## src/design/pdp_exec_pkg.sv

```systemverilog
// widths, opcode fields, enums and packet structs for the pdp-11 execute pipeline
// opcode constants cover only the instructions this stage executes
`default_nettype none

package pdp_exec_pkg;

   typedef logic [15:0] word_t;
   typedef logic [7:0]  byte_t;
   typedef logic [7:0]  tag_t;

   typedef struct packed {
      logic n;
      logic z;
      logic v;
      logic c;
   } cc_t;

   typedef struct packed {
      word_t isn;
      word_t pc;
      word_t src;
      word_t dst;
      word_t dst_ea;
      cc_t   cc;
      tag_t  tag;
   } exe_req_t;

   typedef enum logic [2:0] {
      CLS_NONE, CLS_DOUBLE, CLS_SINGLE, CLS_BRANCH, CLS_JMP, CLS_CCOP
   } exe_class_e;

   // double and single groups are listed in opcode order
   typedef enum logic [4:0] {
      FN_NOP, FN_MOV, FN_CMP, FN_BIT, FN_BIC, FN_BIS, FN_ADD, FN_SUB, FN_XOR,
      FN_CLR, FN_COM, FN_INC, FN_DEC, FN_NEG, FN_ADC, FN_SBC, FN_TST,
      FN_ROR, FN_ROL, FN_ASR, FN_ASL, FN_SWAB
   } alu_fn_e;

   // encoding is {isn[15], isn[10:8]} of the branch word
   typedef enum logic [3:0] {
      BR_NONE = 4'd0,  BR_ALWAYS = 4'd1, BR_NE = 4'd2,  BR_EQ = 4'd3,
      BR_GE   = 4'd4,  BR_LT     = 4'd5, BR_GT = 4'd6,  BR_LE = 4'd7,
      BR_PL   = 4'd8,  BR_MI     = 4'd9, BR_HI = 4'd10, BR_LOS = 4'd11,
      BR_VC   = 4'd12, BR_VS     = 4'd13, BR_CC = 4'd14, BR_CS = 4'd15
   } br_cond_e;

   typedef struct packed {
      exe_req_t   req;
      exe_class_e cls;
      alu_fn_e    alu_fn;
      logic       byte_op;
      br_cond_e   br_cond;
   } exe_op_t;

   typedef struct packed {
      tag_t  tag;
      word_t result;
      logic  result_we;
      cc_t   cc;
      logic  cc_we;
      word_t new_pc;
      logic  pc_we;
   } exe_rsp_t;

   // isn[14:12] of the double-operand group, isn[15] marks the byte form
   localparam logic [2:0]  OP_MOV     = 3'o1;
   localparam logic [2:0]  OP_BIS     = 3'o5;
   // isn[15:12], word only
   localparam logic [3:0]  OP_ADD     = 4'o06;
   localparam logic [3:0]  OP_SUB     = 4'o16;
   // isn[15:9]
   localparam logic [6:0]  OP_XOR     = 7'o074;
   // isn[11:6] of the single-operand group, with isn[14:12] zero
   localparam logic [5:0]  OP_CLR     = 6'o50;
   localparam logic [5:0]  OP_ASL     = 6'o63;
   // isn[15:6]
   localparam logic [9:0]  OP_JMP     = 10'o0001;
   localparam logic [9:0]  OP_SWAB    = 10'o0003;
   // isn[15:5], clear and set flag group 000240-000277
   localparam logic [10:0] OP_CCOP    = 11'o0005;
   // isn[14:11] shared by both branch groups
   localparam logic [3:0]  OP_BR_BASE = 4'b0000;

endpackage

`default_nettype wire

```

## src/design/credit_fifo.sv

```systemverilog
// circular buffer with first-word fall-through read and an occupancy count
// DEPTH must be at least 2; push when full and pop when empty are illegal
`timescale 1ns/1ps
`default_nettype none

module credit_fifo
#(
   parameter type payload_t = logic,
   parameter int  DEPTH     = 4
)
(
   input  logic                       clk,
   input  logic                       rst,
   input  logic                       push,
   input  payload_t                   push_data,
   input  logic                       pop,
   output payload_t                   pop_data,
   output logic                       empty,
   output logic [$clog2(DEPTH+1)-1:0] count
);

   localparam int AW = $clog2(DEPTH);
   localparam int CW = $clog2(DEPTH + 1);

   payload_t      mem [DEPTH];
   logic [AW-1:0] wr_ptr;
   logic [AW-1:0] rd_ptr;

   assign pop_data = mem[rd_ptr];
   assign empty    = (count == '0);

   always_ff @(posedge clk)
   begin
      if (push)
         mem[wr_ptr] <= push_data;
   end

   always_ff @(posedge clk)
   begin
      if (rst)
      begin
         wr_ptr <= '0;
         rd_ptr <= '0;
         count  <= '0;
      end
      else
      begin
         if (push)
            wr_ptr <= (wr_ptr == AW'(DEPTH - 1)) ? '0 : wr_ptr + 1'b1;
         if (pop)
            rd_ptr <= (rd_ptr == AW'(DEPTH - 1)) ? '0 : rd_ptr + 1'b1;
         case ({push, pop})
            2'b10:   count <= count + 1'b1;
            2'b01:   count <= count - 1'b1;
            default: count <= count;
         endcase
      end
   end

   a_no_overflow: assert property (@(posedge clk) disable iff (rst)
      !(push && count == CW'(DEPTH)));

   a_no_underflow: assert property (@(posedge clk) disable iff (rst)
      !(pop && empty));

endmodule

`default_nettype wire

```

## src/design/exec_alu.sv

```systemverilog
// second pipeline stage, data result and condition codes
// byte forms keep the destination upper byte except movb, which sign-extends
// non-alu classes carry the issue cc through unchanged
`timescale 1ns/1ps
`default_nettype none

module exec_alu
   import pdp_exec_pkg::*;
(
   input  logic    clk,
   input  logic    rst,
   input  logic    op_valid,
   input  exe_op_t op,
   output logic    alu_valid,
   output exe_op_t alu_op,
   output word_t   alu_result,
   output cc_t     alu_cc,
   output logic    result_we
);

   word_t a;
   word_t b;
   word_t one;
   word_t r;
   word_t result;
   byte_t res_hi;
   logic  lsb;
   logic  cin;
   logic  carry;
   logic  we;
   cc_t   cc;

   // byte operands sit in the upper byte so that bit 15 gives sign, carry and overflow
   assign a   = op.byte_op ? {op.req.src[7:0], 8'h00} : op.req.src;
   assign b   = op.byte_op ? {op.req.dst[7:0], 8'h00} : op.req.dst;
   assign one = op.byte_op ? 16'h0100 : 16'h0001;
   assign lsb = op.byte_op ? b[8] : b[0];
   assign cin = op.req.cc.c;

   always_comb
   begin
      r     = b;
      carry = cin;
      case (op.alu_fn)
         FN_MOV:  r = a;
         FN_CMP:  {carry, r} = {1'b0, a} - {1'b0, b};
         FN_BIT:  r = a & b;
         FN_BIC:  r = ~a & b;
         FN_BIS:  r = a | b;
         FN_ADD:  {carry, r} = {1'b0, a} + {1'b0, b};
         FN_SUB:  {carry, r} = {1'b0, b} - {1'b0, a};
         FN_XOR:  r = a ^ b;
         FN_CLR:  r = 16'h0000;
         FN_COM:  r = ~b;
         FN_INC:  r = b + one;
         FN_DEC:  r = b - one;
         FN_NEG:  r = 16'h0000 - b;
         FN_ADC:  {carry, r} = {1'b0, b} + {1'b0, (cin ? one : 16'h0000)};
         FN_SBC:  {carry, r} = {1'b0, b} - {1'b0, (cin ? one : 16'h0000)};
         FN_ROR:  {r, carry} = {cin, b[15:1], lsb};
         FN_ROL:  {carry, r} = {b, 1'b0} | {1'b0, (cin ? one : 16'h0000)};
         FN_ASR:  {r, carry} = {b[15], b[15:1], lsb};
         FN_ASL:  {carry, r} = {b, 1'b0};
         FN_SWAB: r = {op.req.dst[7:0], op.req.dst[15:8]};
         default: r = b;
      endcase

      // n and z from the upper byte in byte mode, low garbage ignored
      cc   = op.req.cc;
      cc.n = r[15];
      cc.z = op.byte_op ? (r[15:8] == 8'h00) : (r == 16'h0000);
      cc.v = 1'b0;
      case (op.alu_fn)
         FN_CMP:  {cc.v, cc.c} = {(a[15] ^ b[15]) & ~(b[15] ^ r[15]), carry};
         FN_ADD:  {cc.v, cc.c} = {~(a[15] ^ b[15]) & (a[15] ^ r[15]), carry};
         FN_SUB:  {cc.v, cc.c} = {(a[15] ^ b[15]) & ~(a[15] ^ r[15]), carry};
         FN_CLR:  cc.c = 1'b0;
         FN_COM:  cc.c = 1'b1;
         FN_INC:  cc.v = ~b[15] & r[15];
         FN_DEC:  cc.v = b[15] & ~r[15];
         FN_NEG:  {cc.v, cc.c} = {b[15] & r[15], ~cc.z};
         FN_ADC:  {cc.v, cc.c} = {~b[15] & r[15], carry};
         FN_SBC:  {cc.v, cc.c} = {b[15] & ~r[15], carry};
         FN_TST:  cc.c = 1'b0;
         FN_ROR, FN_ROL, FN_ASR, FN_ASL:
            {cc.v, cc.c} = {r[15] ^ carry, carry};
         FN_SWAB: {cc.n, cc.z, cc.c} = {r[7], (r[7:0] == 8'h00), 1'b0};
         FN_NOP:  cc = op.req.cc;
         default: cc.v = 1'b0;
      endcase

      res_hi = op.req.dst[15:8];
      if (op.alu_fn == FN_MOV && op.byte_op)
         res_hi = {8{r[15]}};
      result = op.byte_op ? {res_hi, r[15:8]} : r;

      // compare and test forms only update the flags
      we = !(op.alu_fn inside {FN_NOP, FN_CMP, FN_BIT, FN_TST});
   end

   always_ff @(posedge clk)
   begin
      if (rst)
         alu_valid <= 1'b0;
      else
         alu_valid <= op_valid;
      alu_op     <= op;
      alu_result <= result;
      alu_cc     <= cc;
      result_we  <= we;
   end

   // decode gives a function only to the double and single classes
   a_fn_class: assert property (@(posedge clk) disable iff (rst)
      op_valid && op.cls != CLS_DOUBLE && op.cls != CLS_SINGLE |-> op.alu_fn == FN_NOP);

endmodule

`default_nettype wire

```

## src/design/exec_decode.sv

```systemverilog
// first pipeline stage, classifies the instruction word
// opcodes outside the kept set leave with class none and no function
`timescale 1ns/1ps
`default_nettype none

module exec_decode
   import pdp_exec_pkg::*;
(
   input  logic     clk,
   input  logic     rst,
   input  logic     in_valid,
   input  exe_req_t in_req,
   output logic     op_valid,
   output exe_op_t  op
);

   exe_op_t next_op;
   word_t   isn;

   assign isn = in_req.isn;

   always_comb
   begin
      next_op = '{req: in_req, cls: CLS_NONE, alu_fn: FN_NOP, byte_op: 1'b0,
                  br_cond: BR_NONE};
      if (isn[14:12] >= OP_MOV && isn[14:12] <= OP_BIS)
      begin
         // mov through bis, offset from mov in opcode order
         next_op.cls     = CLS_DOUBLE;
         next_op.byte_op = isn[15];
         next_op.alu_fn  = alu_fn_e'(FN_MOV + (isn[14:12] - OP_MOV));
      end
      else if (isn[15:12] == OP_ADD || isn[15:12] == OP_SUB)
      begin
         next_op.cls    = CLS_DOUBLE;
         next_op.alu_fn = isn[15] ? FN_SUB : FN_ADD;
      end
      else if (isn[15:9] == OP_XOR)
      begin
         next_op.cls    = CLS_DOUBLE;
         next_op.alu_fn = FN_XOR;
      end
      else if (isn[14:12] == 3'o0 && isn[11:6] >= OP_CLR && isn[11:6] <= OP_ASL)
      begin
         next_op.cls     = CLS_SINGLE;
         next_op.byte_op = isn[15];
         next_op.alu_fn  = alu_fn_e'(FN_CLR + (isn[11:6] - OP_CLR));
      end
      else if (isn[15:6] == OP_SWAB)
      begin
         next_op.cls    = CLS_SINGLE;
         next_op.alu_fn = FN_SWAB;
      end
      else if (isn[15:6] == OP_JMP)
         next_op.cls = CLS_JMP;
      else if (isn[15:5] == OP_CCOP)
         next_op.cls = CLS_CCOP;
      else if (isn[14:11] == OP_BR_BASE && (isn[15] || isn[10:8] != 3'o0))
      begin
         next_op.cls     = CLS_BRANCH;
         next_op.br_cond = br_cond_e'({isn[15], isn[10:8]});
      end
   end

   always_ff @(posedge clk)
   begin
      if (rst)
         op_valid <= 1'b0;
      else
         op_valid <= in_valid;
      op <= next_op;
   end

endmodule

`default_nettype wire

```

## src/design/exec_flow.sv

```systemverilog
// third pipeline stage, branch and jmp resolution, flag operations, response build
// branch conditions use the cc carried with the request
`timescale 1ns/1ps
`default_nettype none

module exec_flow
   import pdp_exec_pkg::*;
(
   input  logic     clk,
   input  logic     rst,
   input  logic     alu_valid,
   input  exe_op_t  alu_op,
   input  word_t    alu_result,
   input  cc_t      alu_cc,
   input  logic     result_we,
   output logic     rsp_valid,
   output exe_rsp_t rsp
);

   exe_req_t req;
   exe_rsp_t next_rsp;
   word_t    offset;
   logic     taken;

   assign req    = alu_op.req;
   // word offset, sign-extended and doubled
   assign offset = {{7{req.isn[7]}}, req.isn[7:0], 1'b0};

   always_comb
   begin
      case (alu_op.br_cond)
         BR_ALWAYS: taken = 1'b1;
         BR_NE:     taken = ~req.cc.z;
         BR_EQ:     taken = req.cc.z;
         BR_GE:     taken = ~(req.cc.n ^ req.cc.v);
         BR_LT:     taken = req.cc.n ^ req.cc.v;
         BR_GT:     taken = ~(req.cc.z | (req.cc.n ^ req.cc.v));
         BR_LE:     taken = req.cc.z | (req.cc.n ^ req.cc.v);
         BR_PL:     taken = ~req.cc.n;
         BR_MI:     taken = req.cc.n;
         BR_HI:     taken = ~(req.cc.c | req.cc.z);
         BR_LOS:    taken = req.cc.c | req.cc.z;
         BR_VC:     taken = ~req.cc.v;
         BR_VS:     taken = req.cc.v;
         BR_CC:     taken = ~req.cc.c;
         BR_CS:     taken = req.cc.c;
         default:   taken = 1'b0;
      endcase
   end

   always_comb
   begin
      next_rsp.tag       = req.tag;
      next_rsp.result    = alu_result;
      next_rsp.result_we = result_we;
      next_rsp.cc        = alu_cc;
      next_rsp.cc_we     = (alu_op.cls == CLS_DOUBLE) || (alu_op.cls == CLS_SINGLE);
      next_rsp.new_pc    = req.pc;
      next_rsp.pc_we     = 1'b0;
      case (alu_op.cls)
         CLS_BRANCH:
         begin
            next_rsp.new_pc = req.pc + offset;
            next_rsp.pc_we  = taken;
         end
         CLS_JMP:
         begin
            next_rsp.new_pc = req.dst_ea;
            next_rsp.pc_we  = 1'b1;
         end
         CLS_CCOP:
         begin
            // isn[4] set or clear, isn[3:0] selects n z v c
            next_rsp.cc    = req.isn[4] ? (alu_cc | req.isn[3:0]) : (alu_cc & ~req.isn[3:0]);
            next_rsp.cc_we = 1'b1;
         end
         default:
            next_rsp.pc_we = 1'b0;
      endcase
   end

   always_ff @(posedge clk)
   begin
      if (rst)
         rsp_valid <= 1'b0;
      else
         rsp_valid <= alu_valid;
      rsp <= next_rsp;
   end

endmodule

`default_nettype wire

```

## src/design/exec_retire.sv

```systemverilog
// output buffer with a credit counter toward the consumer
// issue_ok reserves a buffer slot for every packet still in the three stages
// out_valid and out_rsp are registered, one cycle after the credit is spent
`timescale 1ns/1ps
`default_nettype none

module exec_retire
   import pdp_exec_pkg::*;
#(
   parameter int OUT_DEPTH   = 4,
   parameter int OUT_CREDITS = 2
)
(
   input  logic     clk,
   input  logic     rst,
   input  logic     issue,
   input  logic     rsp_valid,
   input  exe_rsp_t rsp,
   input  logic     out_credit,
   output logic     issue_ok,
   output logic     out_valid,
   output exe_rsp_t out_rsp
);

   localparam int CW = $clog2(OUT_DEPTH + 1);
   localparam int KW = $clog2(OUT_CREDITS + 1);

   logic [CW-1:0] fifo_count;
   logic [CW-1:0] in_flight;
   logic [KW-1:0] credits;
   logic          fifo_empty;
   logic          send;
   exe_rsp_t      head;

   credit_fifo #(
      .payload_t(exe_rsp_t),
      .DEPTH    (OUT_DEPTH)
   ) u_rsp_fifo (
      .clk      (clk),
      .rst      (rst),
      .push     (rsp_valid),
      .push_data(rsp),
      .pop      (send),
      .pop_data (head),
      .empty    (fifo_empty),
      .count    (fifo_count)
   );

   assign issue_ok = ({1'b0, fifo_count} + {1'b0, in_flight}) < (CW + 1)'(OUT_DEPTH);
   assign send     = !fifo_empty && (credits != '0);

   always_ff @(posedge clk)
   begin
      if (rst)
      begin
         in_flight <= '0;
         credits   <= KW'(OUT_CREDITS);
         out_valid <= 1'b0;
      end
      else
      begin
         case ({issue, rsp_valid})
            2'b10:   in_flight <= in_flight + 1'b1;
            2'b01:   in_flight <= in_flight - 1'b1;
            default: in_flight <= in_flight;
         endcase
         case ({out_credit, send})
            2'b10:   credits <= credits + 1'b1;
            2'b01:   credits <= credits - 1'b1;
            default: credits <= credits;
         endcase
         out_valid <= send;
      end
      out_rsp <= head;
   end

   // the consumer never returns more credits than it was given
   a_credit_bound: assert property (@(posedge clk) disable iff (rst)
      credits <= KW'(OUT_CREDITS));

endmodule

`default_nettype wire

```

## src/design/pdp_exec_top.sv

```systemverilog
// pdp-11 execute pipeline with credit flow control on both sides
// the producer starts with IN_DEPTH credits, the consumer grants OUT_CREDITS
// pop to result write is 3 cycles, packets leave in arrival order
`timescale 1ns/1ps
`default_nettype none

module pdp_exec_top
   import pdp_exec_pkg::*;
#(
   parameter int IN_DEPTH    = 4,
   parameter int OUT_DEPTH   = 4,
   parameter int OUT_CREDITS = 2
)
(
   input  logic     clk,
   input  logic     rst,
   input  logic     in_valid,
   input  exe_req_t in_req,
   output logic     in_credit,
   output logic     out_valid,
   output exe_rsp_t out_rsp,
   input  logic     out_credit
);

   exe_req_t in_head;
   logic     in_empty;
   logic     pop;
   logic     issue_ok;
   logic     op_valid;
   exe_op_t  op;
   logic     alu_valid;
   exe_op_t  alu_op;
   word_t    alu_result;
   cc_t      alu_cc;
   logic     result_we;
   logic     rsp_valid;
   exe_rsp_t rsp;

   // every pop frees an input slot and returns a credit to the producer
   assign pop       = !in_empty && issue_ok;
   assign in_credit = pop;

   credit_fifo #(
      .payload_t(exe_req_t),
      .DEPTH    (IN_DEPTH)
   ) u_in_fifo (
      .clk      (clk),
      .rst      (rst),
      .push     (in_valid),
      .push_data(in_req),
      .pop      (pop),
      .pop_data (in_head),
      .empty    (in_empty),
      .count    ()
   );

   exec_decode u_decode (
      .clk     (clk),
      .rst     (rst),
      .in_valid(pop),
      .in_req  (in_head),
      .op_valid(op_valid),
      .op      (op)
   );

   exec_alu u_alu (
      .clk       (clk),
      .rst       (rst),
      .op_valid  (op_valid),
      .op        (op),
      .alu_valid (alu_valid),
      .alu_op    (alu_op),
      .alu_result(alu_result),
      .alu_cc    (alu_cc),
      .result_we (result_we)
   );

   exec_flow u_flow (
      .clk       (clk),
      .rst       (rst),
      .alu_valid (alu_valid),
      .alu_op    (alu_op),
      .alu_result(alu_result),
      .alu_cc    (alu_cc),
      .result_we (result_we),
      .rsp_valid (rsp_valid),
      .rsp       (rsp)
   );

   exec_retire #(
      .OUT_DEPTH  (OUT_DEPTH),
      .OUT_CREDITS(OUT_CREDITS)
   ) u_retire (
      .clk       (clk),
      .rst       (rst),
      .issue     (pop),
      .rsp_valid (rsp_valid),
      .rsp       (rsp),
      .out_credit(out_credit),
      .issue_ok  (issue_ok),
      .out_valid (out_valid),
      .out_rsp   (out_rsp)
   );

endmodule

`default_nettype wire

```

## config.mk

```make
export PLATFORM = sky130hd
export DESIGN_NAME = pdp_exec_top
export DESIGN_NICKNAME = d
export VERILOG_FILES = /design/src/design/pdp_exec_pkg.sv /design/src/design/credit_fifo.sv /design/src/design/exec_alu.sv /design/src/design/exec_decode.sv /design/src/design/exec_flow.sv /design/src/design/exec_retire.sv /design/src/design/pdp_exec_top.sv
export SDC_FILE = /design/constraint.sdc
export NUM_CORES = 1
export LEC_CHECK = 0
export BUFFER_PORTS_ARGS = -buffer_cell sky130_fd_sc_hd__clkbuf_2
export CAP_MARGIN = 25
export CELL_PAD_IN_SITES_DETAIL_PLACEMENT = 0
export CELL_PAD_IN_SITES_GLOBAL_PLACEMENT = 1
export CORE_UTILIZATION = 47
export CTS_CLUSTER_SIZE = 40
export DETAILED_ROUTE_END_ITERATION = 10
export GPL_TIMING_DRIVEN = 0
export PLACE_DENSITY = 0.81
export SYNTH_ARGS = -nofsm -noshare
export SYNTH_HDL_FRONTEND = slang
export SYNTH_SLANG_ARGS = --single-unit
```

## constraint.sdc

```tcl
create_clock -name clk -period 5.2 [get_ports clk]
set_clock_uncertainty 0.2 [all_clocks]
set_input_delay 0.52 -clock clk [delete_from_list [all_inputs] [get_ports clk]]
set_output_delay 0.52 -clock clk [all_outputs]
set_load 0.005 [all_outputs]
```

== Word level (Yosys, flattened, before mapping) ==
Memory sizes are Yosys's and may differ from the RTL's. A register that Yosys moved wholly into a read port is not among the register bits.
Cells that the tools add are included.

* Bitwise logic cells: 37
* Add/subtract/negate cells: 26
* Equal/unequal tests: 59
* $lt $le $gt $ge: 5
* Mux-type cells: 50
* Reductions and logical operators: 37

{| class="wikitable"
|+ Operators by type and width
! kind !! number
|-
| $pmux W16 S20 || 1
|-
| $mux W16 || 4
|-
| $sub A16 B16 Y17 || 3
|-
| $eq A5 B4 Y1 const B || 8
|-
| $eq A4 B4 Y1 const B || 9
|-
| $add A16 B16 Y17 || 2
|-
| $add A16 B16 Y16 || 2
|-
| $and A16 B16 Y16 || 2
|-
| $not A16 Y16 || 2
|-
| $pmux W16 S2 || 1
|-
| $eq A5 B5 Y1 const B || 6
|-
| $mux W5 || 6
|-
| $mux W4 || 6
|-
| $eq A4 B3 Y1 const B || 5
|-
| $eq A5 B3 Y1 const B || 4
|-
| $pmux W3 S2 || 3
|-
| $or A17 B16 Y17 || 1
|-
| $eq A2 B2 Y1 const B || 8
|-
| $logic_not A16 Y1 || 1
|-
| $logic_not A8 Y1 || 2
|-
| $mux W2 || 8
|-
| $or A16 B16 Y16 || 1
|-
| $pmux W1 S8 || 2
|-
| $sub A1 B16 Y16 const A || 1
|-
| other kinds (60) || 126
|}

* Memory bits (writable): 556
* Word-level logic and storage cells: 269
* Output and inout port bits: 49
* Flip-flop bits (word level): 247
* Input port bits: 96
* Memories kept: 2

{| class="wikitable"
|+ Memory list
! name !! depth !! width !! rd ports !! clocked after Yosys merged registers in !! write ports !! line !! RTL
|-
| u_in_fifo.mem || 4 || 92 || 1 || 1 || 1 || credit_fifo.sv:25 || <nowiki>payload_t mem [DEPTH];</nowiki>
|-
| u_retire.u_rsp_fifo.mem || 4 || 47 || 1 || 1 || 1 || credit_fifo.sv:25 ||
|}

== Logic depth before layout (Yosys ltp) ==
* Depth in word-level cells: 11
* Depth in mapped cells: 24

== Cells and area by module ==
From an unflattened synthesis, not the netlist that was laid out.

* Cells, all modules: 2571
* Area, all modules: 37073.1 um^2

{| class="wikitable"
|+ Modules (own cells, without submodules)
! module !! area each (um^2) !! instances !! cells each
|-
| credit_fifo at u_in_fifo || 13718.2 || 1 || 527
|-
| exec_alu || 10030.9 || 1 || 1278
|-
| credit_fifo at u_retire.u_rsp_fifo || 7248.2 || 1 || 292
|-
| exec_decode || 2702.6 || 1 || 182
|-
| exec_flow || 2094.5 || 1 || 208
|-
| exec_retire || 1265.0 || 1 || 83
|-
| pdp_exec_top || 13.8 || 1 || 1
|}

== Worst setup path before layout ==
No wires, ideal clock.

* Path kind: register -> register
* From: register, netlist name u_decode.op[4]
* To: register, netlist name u_alu.alu_cc[1]
* Slack: -176 ps
* Period minus slack after synthesis: 5376 ps
* Setup time: 129 ps
* Arrival time: 5048 ps
* Required time: 4871 ps
* Buffers on the path: 8
* Cell stages (with the launch flop): 23
* Cell sequence: dfxtp_1 -> buf_6 -> buf_6 -> buf_6 -> buf_2 -> clkbuf_1 -> clkbuf_1 -> buf_1 -> clkbuf_1 -> nor2_1 -> ha_1 -> a21o_1 -> a2111oi_0 -> a21oi_1 -> o21ai_0 -> o21bai_1 -> a21oi_1 -> xnor2_1 -> a21oi_1 -> a2bb2oi_1 -> ha_1 -> a31oi_1 -> o211ai_1

==> flow_summary.ini <==
[worst_setup_path]
endpoint = u_alu.alu_cc[2]
worstPathArrival_ps = 5570
reg2reg_to = u_alu.alu_cc[2]
critical-path-slowest-cell = a2111oi_0
timing.critical_path.buf_inv = 2
r2r-start = u_decode.op[6]
critPathTopFamily = compound AO/OA/AOI/OAI gates
critPathLaunch = u_decode.op[6]
worstSetupPathDepth = 12
path_cells = clkbuf_1, nor2b_1, nand2_1, clkbuf_1, o211ai_1, a2111oi_0, o2111ai_1, a211oi_1, nand2_1, nor2_4, o2111ai_4, o41ai_2
ff2ff_setup_slack_ps = -30
r2r_cells = 12
crit_path_end_kind = flip-flop
crit_fanout = 10
worstPathRequired_ps = 5540
path_class = flip-flop to flip-flop
start_kind = flip-flop
critPathMaxStageDelay_ps = 780

[global_route]
antenna_found_initial = 3
gr-total-overflow = 0
grt_pass1_vias = 22300
grt_max_degree = 57
grt_pass1_wl_um = 150000
grt_usage_pct = 27.4

[clocking]
clkLatencyLatePin_ps = 660
cts-htree-levels = 3
clk_pin_slew_worst_paths_ps = 60
cts_buffers = 82
cts_tree = done
cts-root-buf = clkbuf_16
cts.path.max_buffers = 3
cts_sinks = 852

[layout]
utilization_pct = 57.1
stdcell_count = 3793
nFillCells = 5589
final_common_cell = edfxtp_1
syn2layout_area_growth_pct = 19.8
final_cell_mix = edfxtp_1 (556), dfxtp_1 (293), clkbuf_2 (152), mux4_2 (137), nor2_1 (127)
nets = 2991
seq_area_sq_mm = 0.0226
multi_input_area_sq_mm = 0.0122
fin_area_sq_mm = 0.0418
layout-drive-gt1-share_pct = 22.1

[sta]
relSlewSlack_pct = 23.9
post-route-period-util_pct = 101
max_freq_ghz = 0.191
worst_pin_slew_ps = 1140
hold_violations = 0
maxSlewViolCount = 0
setup_ws_ps = -28.7
setup_viol = 2
fin_hold_ws_ps = 95.7
fin_crit_ps = 5230

[yosys]
synth_top_area_share_pct = 47.8
syn_inst = 2394
yosys-top-cells-area = edfxtp_1 (48%), dfxtp_1 (17%), mux4_2 (8.8%)
synth_area_leader_cell = edfxtp_1
avgSynthCellArea_sq_um = 14.6
synth-seq-cells = 852
synth_top_family_by_area = multiplexers
syn_area_sq_mm = 0.0349
synth_edf_count = 556
syn-num-nets = 2622
synth_xor_area_share_pct = 1.88
synth_flop_cell = edfxtp_1
seq_area_frac_synth_pct = 64.8
synth.area.mux_share_pct = 10.1
async_flop_share_pct = 0
ys_types = 90
synth-simple-area-share_pct = 6.97
synthAdderAreaFrac_pct = 4.90
yosysWarnings = 0
synth_compound_area_share_pct = 9.17

[placed_design]
place_inst = 3517
dp_hpwl_um = 74100
placed_area_sq_mm = 0.0372
place_congestion = 1.00
io_buffers = 144

[drt]
drc = 14
dr.first_iter.drc_count = 2161
wl_per_cell_um = 27.2
ant_nets = 0
vias_per_cell = 5.89
num_vias = 22400
first_pass_iters = 9
drt-total-wl_um = 103000

[job]
cap_violations = 0

[die]
num_io_pins = 145
dieArea_sq_mm = 0.0754
die_x_um = 275
core_area_sq_mm = 0.0732
dieHeight_um = 275
start_util_pct = 47.7
row_count = 99

[pwr]
total_power_uw = 27900
leakage_uw = 0.0149
ir_worst_vdd_v = 0.000344
cellPowerDensity_mw_per_mm2 = 666

[status]
violations = DRC, setup timing
status = finished with violations

[min_path]
hp-class = flip-flop to flip-flop
[layout make-up]
cell class / count / share of cell area, %
flip-flops and latches: 852 / 54.1
multi-input cells: 1346 / 29.1
clock buffers: 112 / 5.44
repair buffers: 292 / 5.35
well taps: 959 / 2.87
plain buffers: 94 / 1.20
clock inverters: 41 / 1.09
inverters: 95 / 0.894
diodes: 2 / 0.0120
[synth_stat cells, drive strengths merged, types with 15 or more instances]
library cell	instances
nand3	45
xor2	21
ha	124
nor4	16
a21oi	101
clkbuf	76
inv	90
mux2i	28
mux4	137
buf	25
o211ai	19
nor2	129
xnor2	54
a22oi	23
nor3	56
nand2	113
o31ai	17
nand2b	17
a21o	18
o22ai	32
a211oi	17
o21bai	15
a31oi	18
o21ai	83
edfxtp	556
or3	19
nor2b	22
dfxtp	296
[timing repair]
item	CTS	global route
setup endpoints to repair	20	6
resized for setup	153	27
cloned	0	0
hold buffers	94	0
pin swaps	28	20
endpoints found under the hold margin	372	0
buffers inserted	22	8
[cell families (layout without fill, tap and decap cells)]
kind of cell    Yosys count  count (layout)
compound gates          470             470
xor+xnor                 75              75
fa+ha+maj               132             132
buf+inv                 196             634
flops                   852             852
mux                     177             177
other cells               0               2
simple gates            492             492
[stage by stage]
| stage | setup TNS [ps] | worst slack (ps) |
|---|---|---|
| final | -48.3 | -28.7 |
| after global routing | -3.46 | -3.45 |
| after CTS | 0 | 3.28 |
| after detailed placement | -30760 | -2430 |
| after global placement | -41210 | -2750 |
| after floorplan | 0 | 107 |
[routing by layer]
layer  GRT usage [%]  wire length [um]
met1            39.0             45700
met2            43.2             47800
met3            4.47              6770
met4            8.33              2780
met5               0                27
[report_power, final]
group	total, uW	internal, uW	leakage [uW]	switching (uW)
sequential	9320	8550	0.00757	766
clock	5880	3330	0.00133	2540
combinational	12700	4730	0.00600	7930
total	27900	16600	0.0149	11200
[worst register-to-register path: cells and delay by family (launching register included)]
family                 cells  cell delay (ps)
AOI/OAI and AO/OA          6             2560
buffers and inverters      2             1030
and+or+nand+nor            4              940
DFF                        1              430
[state kept, by name (all words and copies together) (netlist names), named ones only]
register	count
u_retire.out_rsp	47
u_alu.result_we	1
u_flow.rsp_valid	1
u_alu.alu_op	59
u_retire.out_valid	1
u_retire.u_rsp_fifo.count	3
u_decode.op_valid	1
u_decode.op	97
u_alu.alu_valid	1
u_retire.u_rsp_fifo.wr_ptr	2
u_flow.rsp	47
u_alu.alu_result	16
u_in_fifo.count	3
u_in_fifo.rd_ptr	2
u_retire.in_flight	3
u_retire.u_rsp_fifo.mem	188
u_retire.credits	2
u_in_fifo.mem	368
u_alu.alu_cc	4
u_in_fifo.wr_ptr	2
u_retire.u_rsp_fifo.rd_ptr	2
[how the worst min path moves through the flow]
stage,startpoint,cells past startpoint,slack [ps],end
3_3_place_gp,u_decode.op[14],0,110,u_alu.alu_op[14]
6_report,u_decode.op[76],0,100,u_alu.alu_op[76]
4_1_cts,u_decode.op[76],0,100,u_alu.alu_op[76]
3_5_place_dp,u_alu.alu_result[4],0,110,u_flow.rsp[27]
5_1_grt,u_decode.op[76],0,90,u_alu.alu_op[76]
2_1_floorplan,u_decode.op[0],0,110,u_alu.alu_op[0]
Note: power is estimated with default switching activity, not from simulation.
